**src/uart_rx_cfg.svh**
```systemverilog
/*
 Default configuration macros for the UART receive peripheral:
 clock and baud rates, FIFO depth, register map and special words.
*/

`ifndef UART_RX_CFG_SVH
`define UART_RX_CFG_SVH

// Default system clock and serial rate, 16 clocks per bit.
`define UART_RX_CLOCK_HZ 1000000
`define UART_RX_BAUD_RATE 62500

// Receive FIFO depth, power of two.
`define UART_RX_FIFO_DEPTH 8

// Register map.
`define UART_RX_ADDR_DATA 2'd0
`define UART_RX_ADDR_STATUS 2'd1
`define UART_RX_ADDR_CLEAR 2'd2

// Word returned by a clear request.
`define UART_RX_CLEAR_ACK 32'hcafe_babe

// Received character that requests a soft reset.
`define UART_RX_SOFT_RESET_CHAR 8'hff

// Status word bit positions.
`define UART_RX_STATUS_OVERFLOW_BIT 0
`define UART_RX_STATUS_EMPTY_BIT 1

`endif

```
**src/uart_rx_pkg.sv**
```systemverilog
/*
 Shared types for the UART receive peripheral:
 data and bus vectors, deframer and read controller states.
*/

`default_nettype none

package uart_rx_pkg;

	// One received character.
	typedef logic [7:0] rx_byte_t;

	// Bus register address and read data.
	typedef logic [1:0] bus_addr_t;
	typedef logic [31:0] bus_word_t;

	// Serial frame states.
	typedef enum logic [1:0] {
		FRAME_IDLE,
		FRAME_START,
		FRAME_DATA,
		FRAME_STOP
	} frame_state_t;

	// Bus read sequencing.
	typedef enum logic [1:0] {
		READ_IDLE,
		READ_POP,
		READ_CAPTURE,
		READ_DONE
	} read_state_t;

endpackage

`default_nettype wire

```
**src/uart_rx_deframer.sv**
```systemverilog
/*
 Serial deframer: line synchronizer, baud prescaler and frame FSM.
 Emits accepted bytes, the interrupt pulse and the soft-reset pulse.
*/

`timescale 1ns/1ps
`default_nettype none

`include "uart_rx_cfg.svh"

module uart_rx_deframer
	import uart_rx_pkg::*;
#(
	parameter int CLOCK_HZ = `UART_RX_CLOCK_HZ,
	parameter int BAUD_RATE = `UART_RX_BAUD_RATE
)(
	input wire i_clock,
	input wire i_reset,
	input wire i_rx,
	output logic o_byte_valid,
	output rx_byte_t o_byte_data,
	output logic o_interrupt,
	output logic o_soft_reset
);
	localparam int BIT_CLOCKS = CLOCK_HZ / BAUD_RATE;
	localparam int HALF_CLOCKS = BIT_CLOCKS / 2;
	localparam int PRESCALE_W = $clog2(BIT_CLOCKS + 1);

	frame_state_t state;
	logic rx_meta;
	logic rx_sync;
	logic [PRESCALE_W-1:0] prescale;
	logic [2:0] bit_count;
	rx_byte_t shift_data;
	logic sample_tick;

	// Two-flop synchronizer, idles high.
	always_ff @(posedge i_clock) begin
		if (i_reset) begin
			rx_meta <= 1'b1;
			rx_sync <= 1'b1;
		end else begin
			rx_meta <= i_rx;
			rx_sync <= rx_meta;
		end
	end

	// Sample point reached once the prescaler has run down.
	assign sample_tick = (prescale == '0);

	always_ff @(posedge i_clock) begin
		if (i_reset) begin
			state <= FRAME_IDLE;
			prescale <= '0;
			bit_count <= '0;
			o_byte_valid <= 1'b0;
			o_interrupt <= 1'b0;
			o_soft_reset <= 1'b0;
		end else begin
			o_byte_valid <= 1'b0;
			o_interrupt <= 1'b0;
			o_soft_reset <= 1'b0;

			if (!sample_tick) begin
				prescale <= prescale - 1'b1;
			end

			case (state)
				FRAME_IDLE: begin
					if (!rx_sync) begin
						// Falling edge, wait for middle of start bit.
						state <= FRAME_START;
						prescale <= PRESCALE_W'(HALF_CLOCKS - 1);
					end
				end
				FRAME_START: begin
					if (sample_tick) begin
						if (!rx_sync) begin
							state <= FRAME_DATA;
							prescale <= PRESCALE_W'(BIT_CLOCKS - 1);
							bit_count <= '0;
						end else begin
							// Glitch, not a real start bit.
							state <= FRAME_IDLE;
						end
					end
				end
				FRAME_DATA: begin
					if (sample_tick) begin
						prescale <= PRESCALE_W'(BIT_CLOCKS - 1);
						bit_count <= bit_count + 1'b1;
						if (bit_count == 3'd7) begin
							state <= FRAME_STOP;
						end
					end
				end
				FRAME_STOP: begin
					if (sample_tick) begin
						state <= FRAME_IDLE;
						// A low stop bit drops the frame.
						if (rx_sync) begin
							o_byte_valid <= 1'b1;
							o_interrupt <= 1'b1;
							o_soft_reset <= (shift_data == `UART_RX_SOFT_RESET_CHAR);
						end
					end
				end
				default: begin
					state <= FRAME_IDLE;
				end
			endcase
		end
	end

	// Data bits arrive LSB first.
	always_ff @(posedge i_clock) begin
		if (state == FRAME_DATA && sample_tick) begin
			shift_data <= {rx_sync, shift_data[7:1]};
		end
	end

	assign o_byte_data = shift_data;

	a_valid_single: assert property (@(posedge i_clock) disable iff (i_reset)
		o_byte_valid |=> !o_byte_valid);

	a_soft_reset_with_irq: assert property (@(posedge i_clock) disable iff (i_reset)
		o_soft_reset |-> o_interrupt && (o_byte_data == `UART_RX_SOFT_RESET_CHAR));

endmodule

`default_nettype wire

```
**src/uart_rx_fifo.sv**
```systemverilog
/*
 Synchronous receive byte FIFO with registered read data,
 clear input and a drop pulse for pushes into a full FIFO.
*/

`timescale 1ns/1ps
`default_nettype none

`include "uart_rx_cfg.svh"

module uart_rx_fifo
	import uart_rx_pkg::*;
#(
	parameter int DEPTH = `UART_RX_FIFO_DEPTH
)(
	input wire i_clock,
	input wire i_reset,
	input wire i_clear,
	input wire i_push,
	input wire rx_byte_t i_push_data,
	input wire i_pop,
	output rx_byte_t o_pop_data,
	output logic o_empty,
	output logic o_dropped
);
	localparam int AW = $clog2(DEPTH);

	rx_byte_t mem [DEPTH];
	logic [AW:0] wr_ptr;
	logic [AW:0] rd_ptr;
	logic full;

	// Extra pointer bit tells full from empty.
	assign o_empty = (wr_ptr == rd_ptr);
	assign full = (wr_ptr[AW] != rd_ptr[AW]) && (wr_ptr[AW-1:0] == rd_ptr[AW-1:0]);
	assign o_dropped = i_push && full;

	always_ff @(posedge i_clock) begin
		if (i_reset || i_clear) begin
			wr_ptr <= '0;
			rd_ptr <= '0;
		end else begin
			if (i_push && !full) begin
				wr_ptr <= wr_ptr + 1'b1;
			end
			if (i_pop && !o_empty) begin
				rd_ptr <= rd_ptr + 1'b1;
			end
		end
	end

	// Storage and read port.
	always_ff @(posedge i_clock) begin
		if (i_push && !full) begin
			mem[wr_ptr[AW-1:0]] <= i_push_data;
		end
		if (i_pop) begin
			o_pop_data <= mem[rd_ptr[AW-1:0]];
		end
	end

	a_no_pop_empty: assert property (@(posedge i_clock) disable iff (i_reset)
		i_pop |-> !o_empty);

endmodule

`default_nettype wire

```
**src/uart_rx_bus_ctrl.sv**
```systemverilog
/*
 Bus register controller: decodes read requests, sequences FIFO pops,
 forms status and acknowledge words and keeps the overflow flag.
*/

`timescale 1ns/1ps
`default_nettype none

`include "uart_rx_cfg.svh"

module uart_rx_bus_ctrl
	import uart_rx_pkg::*;
(
	input wire i_clock,
	input wire i_reset,
	input wire i_request,
	input wire bus_addr_t i_address,
	output bus_word_t o_rdata,
	output logic o_ready,
	output logic o_fifo_pop,
	output logic o_fifo_clear,
	input wire i_fifo_empty,
	input wire rx_byte_t i_fifo_rdata,
	input wire i_fifo_dropped
);
	read_state_t state;
	logic overflow;
	bus_word_t status_word;

	always_comb begin
		status_word = '0;
		status_word[`UART_RX_STATUS_OVERFLOW_BIT] = overflow;
		status_word[`UART_RX_STATUS_EMPTY_BIT] = i_fifo_empty;
	end

	assign o_ready = (state == READ_DONE) && i_request;

	always_ff @(posedge i_clock) begin
		if (i_reset) begin
			state <= READ_IDLE;
			o_rdata <= '0;
			o_fifo_pop <= 1'b0;
			o_fifo_clear <= 1'b0;
		end else begin
			o_fifo_pop <= 1'b0;
			o_fifo_clear <= 1'b0;

			if (!i_request) begin
				state <= READ_IDLE;
			end else begin
				case (state)
					READ_IDLE: begin
						case (i_address)
							`UART_RX_ADDR_DATA: begin
								// Wait here until a byte is queued.
								if (!i_fifo_empty) begin
									o_fifo_pop <= 1'b1;
									state <= READ_POP;
								end
							end
							`UART_RX_ADDR_STATUS: begin
								o_rdata <= status_word;
								state <= READ_DONE;
							end
							`UART_RX_ADDR_CLEAR: begin
								o_fifo_clear <= 1'b1;
								o_rdata <= `UART_RX_CLEAR_ACK;
								state <= READ_DONE;
							end
							default: begin
								o_rdata <= '0;
								state <= READ_DONE;
							end
						endcase
					end
					// FIFO registers the byte on this edge.
					READ_POP: begin
						state <= READ_CAPTURE;
					end
					READ_CAPTURE: begin
						o_rdata <= {24'b0, i_fifo_rdata};
						state <= READ_DONE;
					end
					READ_DONE: begin
						// Hold until the host drops the request.
						state <= READ_DONE;
					end
					default: begin
						state <= READ_IDLE;
					end
				endcase
			end
		end
	end

	// Sticky overflow, clear takes priority over a new drop.
	always_ff @(posedge i_clock) begin
		if (i_reset || o_fifo_clear) begin
			overflow <= 1'b0;
		end else if (i_fifo_dropped) begin
			overflow <= 1'b1;
		end
	end

	// A held request keeps the completed access steady.
	a_ready_holds_data: assert property (@(posedge i_clock) disable iff (i_reset)
		o_ready |=> !i_request || (o_ready && $stable(o_rdata)));

endmodule

`default_nettype wire

```
**src/uart_rx_periph.sv**
```systemverilog
/*
 UART receive peripheral top level.
 Connects the deframer, receive FIFO and bus register controller.
*/

`timescale 1ns/1ps
`default_nettype none

`include "uart_rx_cfg.svh"

module uart_rx_periph
	import uart_rx_pkg::*;
#(
	parameter int CLOCK_HZ = `UART_RX_CLOCK_HZ,
	parameter int BAUD_RATE = `UART_RX_BAUD_RATE,
	parameter int FIFO_DEPTH = `UART_RX_FIFO_DEPTH
)(
	input wire i_clock,
	input wire i_reset,
	input wire i_request,
	input wire bus_addr_t i_address,
	output bus_word_t o_rdata,
	output logic o_ready,
	output logic o_interrupt,
	output logic o_soft_reset,
	input wire i_rx
);
	logic byte_valid;
	rx_byte_t byte_data;
	logic fifo_pop;
	logic fifo_clear;
	logic fifo_empty;
	rx_byte_t fifo_rdata;
	logic fifo_dropped;

	uart_rx_deframer #(
		.CLOCK_HZ(CLOCK_HZ),
		.BAUD_RATE(BAUD_RATE)
	) u_deframer (
		.i_clock(i_clock),
		.i_reset(i_reset),
		.i_rx(i_rx),
		.o_byte_valid(byte_valid),
		.o_byte_data(byte_data),
		.o_interrupt(o_interrupt),
		.o_soft_reset(o_soft_reset)
	);

	uart_rx_fifo #(
		.DEPTH(FIFO_DEPTH)
	) u_fifo (
		.i_clock(i_clock),
		.i_reset(i_reset),
		.i_clear(fifo_clear),
		.i_push(byte_valid),
		.i_push_data(byte_data),
		.i_pop(fifo_pop),
		.o_pop_data(fifo_rdata),
		.o_empty(fifo_empty),
		.o_dropped(fifo_dropped)
	);

	uart_rx_bus_ctrl u_bus_ctrl (
		.i_clock(i_clock),
		.i_reset(i_reset),
		.i_request(i_request),
		.i_address(i_address),
		.o_rdata(o_rdata),
		.o_ready(o_ready),
		.o_fifo_pop(fifo_pop),
		.o_fifo_clear(fifo_clear),
		.i_fifo_empty(fifo_empty),
		.i_fifo_rdata(fifo_rdata),
		.i_fifo_dropped(fifo_dropped)
	);

endmodule

`default_nettype wire

```
**config.mk**
```make
export PLATFORM = sky130hd
export DESIGN_NAME = uart_rx_periph
export DESIGN_NICKNAME = d
export VERILOG_FILES = /design/src/uart_rx_pkg.sv /design/src/uart_rx_deframer.sv /design/src/uart_rx_fifo.sv /design/src/uart_rx_bus_ctrl.sv /design/src/uart_rx_periph.sv
export VERILOG_INCLUDE_DIRS = /design/src
export SDC_FILE = /design/constraint.sdc
export NUM_CORES = 1
export LEC_CHECK = 0
export BUFFER_PORTS_ARGS = -buffer_cell sky130_fd_sc_hd__buf_2
export CELL_PAD_IN_SITES_DETAIL_PLACEMENT = 0
export CELL_PAD_IN_SITES_GLOBAL_PLACEMENT = 1
export CORE_MARGIN = 2
export CORE_UTILIZATION = 40
export CTS_CLUSTER_SIZE = 25
export DETAILED_ROUTE_END_ITERATION = 8
export PLACE_DENSITY_LB_ADDON = 0.25
export SLEW_MARGIN = 40
export SYNTH_ARGS = -nofsm -noshare
export SYNTH_HDL_FRONTEND = slang
export SYNTH_HIERARCHICAL = 1
export SYNTH_SLANG_ARGS = --single-unit
```
**constraint.sdc**
```tcl
create_clock -name i_clock -period 2.3 [get_ports i_clock]
set_input_delay 0.69 -clock i_clock [delete_from_list [all_inputs] [get_ports i_clock]]
set_output_delay 0.69 -clock i_clock [all_outputs]
set_load 0.01 [all_outputs]
```
==> impl_metrics.yaml <==
worst_hold_path:
  hold_path.class: "reg2reg"
  holdPathStages: 1
sta:
  max_freq_mhz: 512
  tightest_slew_ns: 0.718
  tns_ns: 0
  hold_slack_ns: 0.405
  final_hold_viol_count: 0
  post-route-period-util: 0.849
  relSlewSlack: 0.519
  rsz0062_at_grt: "false"
  setup_viol: 0
  finalCriticalPeriod_ns: 1.95
  fin_worst_skew_ns: 0.00621
  slew_violations: 0
yosys:
  yosys_register_bits: 116
  syn-cell-area_sq_um: 5220
  synth-adder-area-share: 0.0192
  ys.flop_type: "edfxtp_1"
  synthMuxAreaShare: 0.118
  ys_types: 63
  synth_top_family_by_area: "multiplexers"
  synth_area_leaders: "edfxtp_1, dfxtp_1, mux4_2"
  ys_async_sr_fraction: 0
  synth_top_area_share: 0.460
  yosysWarnings: 6
  ys_seq_area_frac: 0.599
  synth_cells: 363
  synth-simple-area-share: 0.112
  synth_compound_area_frac: 0.0693
  synth-edff-count: 80
  yosysTopAreaCell: "edfxtp_1"
  syn_avg_cell_area_sq_um: 14.4
  synth_xor_area_frac: 0.0180
floorplanning:
  die_width_microns: 118
  die_h_microns: 118
  die_area_sq_um: 14000
  start_util: 0.412
  ios: 41
  coreArea_sq_um: 12700
  rows: 41
cts:
  cts_tree: "yes"
  cts.htree.levels: 4
  cts.sinks: 116
  clk_latency_ns: 0.40
  cts_setup_buffers: 0
  cts_root_buf: "clkbuf_16"
  hold_buffers: 0
  cts-buffers-inserted: 17
  cts_resized: 0
  clockBufferDepth: 2
  clkTransAtPathRegs_ns: 0.05
routing:
  routed_wl_mm: 9.38
  vias: 3010
  wire_per_inst_microns: 16.1
  drc: 0
  via_per_inst: 5.16
  drt_iter0_drc: 161
  first_pass_iters: 4
  ant_nets: 0
critical_path:
  reg2reg_depth: 5
  crit_arrival_ns: 2.24
  critical_path_class: "reg2reg"
  cp.required_ns: 2.59
  startpoint_type: "register"
  end_kind: "register"
  crit_fanout: 6
global_routing:
  track_usage: 0.143
  grt_max_degree: 28
  grt_pass1_wl_mm: 15.3
  antenna_found_initial: 0
  grt_pass1_vias: 2860
  grt_overflow: 0
pwr:
  leakagePower_nw: 2.16
  power_density_nw_per_um2: 893
  peakVddDrop_mv: 0.494
placement:
  gp_congestion: 0.744
  hpwl_mm: 6.29
  io_buffers: 32
  place_area_sq_um: 5500
cells_and_area:
  final_util: 0.480
  fin_nets: 412
  layout-drive-gt1-share: 0.304
  area_growth_pct: 16.5
  final_area_sq_um: 6080
  num_antenna_cells: 0
outcome:
  status: "finished, final reports clean"
flow_run:
  drv_cap: 0
[registers in the layout (all words and copies together), names as in the netlist, named ones only]
name,flops
u_deframer/o_byte_data,8
u_deframer/rx_meta,1
u_bus_ctrl/state,2
u_deframer/prescale,5
u_fifo/mem,64
u_bus_ctrl/o_fifo_clear,1
u_deframer/o_interrupt,1
u_fifo/o_pop_data,8
u_deframer/bit_count,3
u_bus_ctrl/o_rdata,9
u_bus_ctrl/overflow,1
u_bus_ctrl/o_fifo_pop,1
u_deframer/state,1
u_deframer/o_soft_reset,1
u_fifo/wr_ptr,4
u_fifo/rd_ptr,4
u_deframer/rx_sync,1
[power by group]
| group | switching [mW] | leakage (nW) | internal [mW] |
|---|---|---|---|
| Sequential | 0.0724 | 1.01 | 2.26 |
| Clock | 0.867 | 0.280 | 1.68 |
| Combinational | 0.271 | 0.870 | 0.274 |
| Total | 1.21 | 2.16 | 4.22 |
[final timing paths]
check,start,to,slack [ns]
worst max-delay path,u_deframer/prescale[0]$_SDFF_PP0_,u_deframer/prescale[0]$_SDFF_PP0_,0.35
worst min register to register,u_deframer/rx_meta$_SDFF_PP1_,u_deframer/rx_sync$_SDFF_PP1_,0.41
worst max register to register,u_deframer/prescale[0]$_SDFF_PP0_,u_deframer/prescale[0]$_SDFF_PP0_,0.35
worst min-delay path,u_deframer/rx_meta$_SDFF_PP1_,u_deframer/rx_sync$_SDFF_PP1_,0.41
[critical path, cell delays in order (launching register included)]
cell and delay [ns]:
dfxtp_1 0.35, inv_1 0.09, ha_1 0.24, nor4b_4 0.44, mux2_4 0.34, a2111oi_1 0.37
[area by class of cell]
type	instances	area [sq um]
Inverter	11	41.3
Clock inverter	12	138
Multi-Input combinational cell	200	1810
Sequential cell	116	3120
Fill cell	1106	6600
Clock buffer	20	437
Tap cell	172	215
Timing Repair Buffer	52	310
[stage by stage]
step | cells | worst slack, ns | total power, mW
5_1_grt | 583 | 0.183 | 5.64
4_1_cts | 583 | 0.337 | 5.49
3_3_place_gp | 551 | 0.217 | 2.91
2_1_floorplan | 370 | 0.0358 | 2.79
6_report | 583 | 0.348 | 5.43
3_5_place_dp | 551 | 0.335 | 2.92
[layout by cell type (no fill, tap or decap), types with 4 or more instances in the layout]
master,netlist,routed
nor3_1,6,5
mux4_2,14,14
nand2_1,14,14
dfxtp_1,36,36
edfxtp_1,80,80
conb_1,1,8
buf_4,30,20
clkinv_2,0,4
nor4b_1,6,5
nand2b_1,7,7
buf_2,4,32
clkbuf_16,0,17
ha_1,8,8
inv_1,11,11
xor2_1,4,4
nor2_1,11,10
nand4_1,5,5
or3_1,6,6
mux2i_1,14,14
nor4_1,5,5
nand3_1,5,5
o21ai_0,4,4
a211oi_2,5,5
mux2_2,8,8
a21oi_1,12,12
[kinds of logic (layout without fill, tap and decap cells)]
kind of cell | count (synthesis) | count (layout)
flip-flops | 116 | 116
AND/OR/NAND/NOR | 90 | 90
buffers and inverters | 54 | 95
AO/OA/AOI/OAI | 46 | 46
multiplexers | 39 | 39
XOR/XNOR | 9 | 9
adder cells (fa/ha/maj) | 8 | 8
other | 1 | 8
[synthesized netlist by cell type, drive strengths merged (2+ instances only)]
cell / instances
nor2b: 3
a311oi: 3
xnor2: 5
mux2i: 14
nor3b: 4
nand2: 14
ha: 8
o21bai: 2
o21ai: 4
nor4b: 7
o32ai: 2
a41oi: 3
nand2b: 7
mux4: 16
or2: 3
buf: 36
xor2: 4
inv: 11
nand4: 5
and3: 2
or3: 6
a211oi: 7
a311o: 2
nand4b: 2
nor2: 12
mux2: 9
nand3: 6
dfxtp: 36
nor4: 6
nand3b: 2
clkbuf: 7
a21oi: 13
edfxtp: 80
nor3: 7
[metal layers]
layer	vias up	track usage	part of all wire
met4	0	0.0633	0.012
li1	1437	-	-
met1	1488	0.181	0.46
met5	-	0	0
met2	77	0.226	0.49
met3	8	0.0449	0.039
Power figures use the tool's default switching activity.
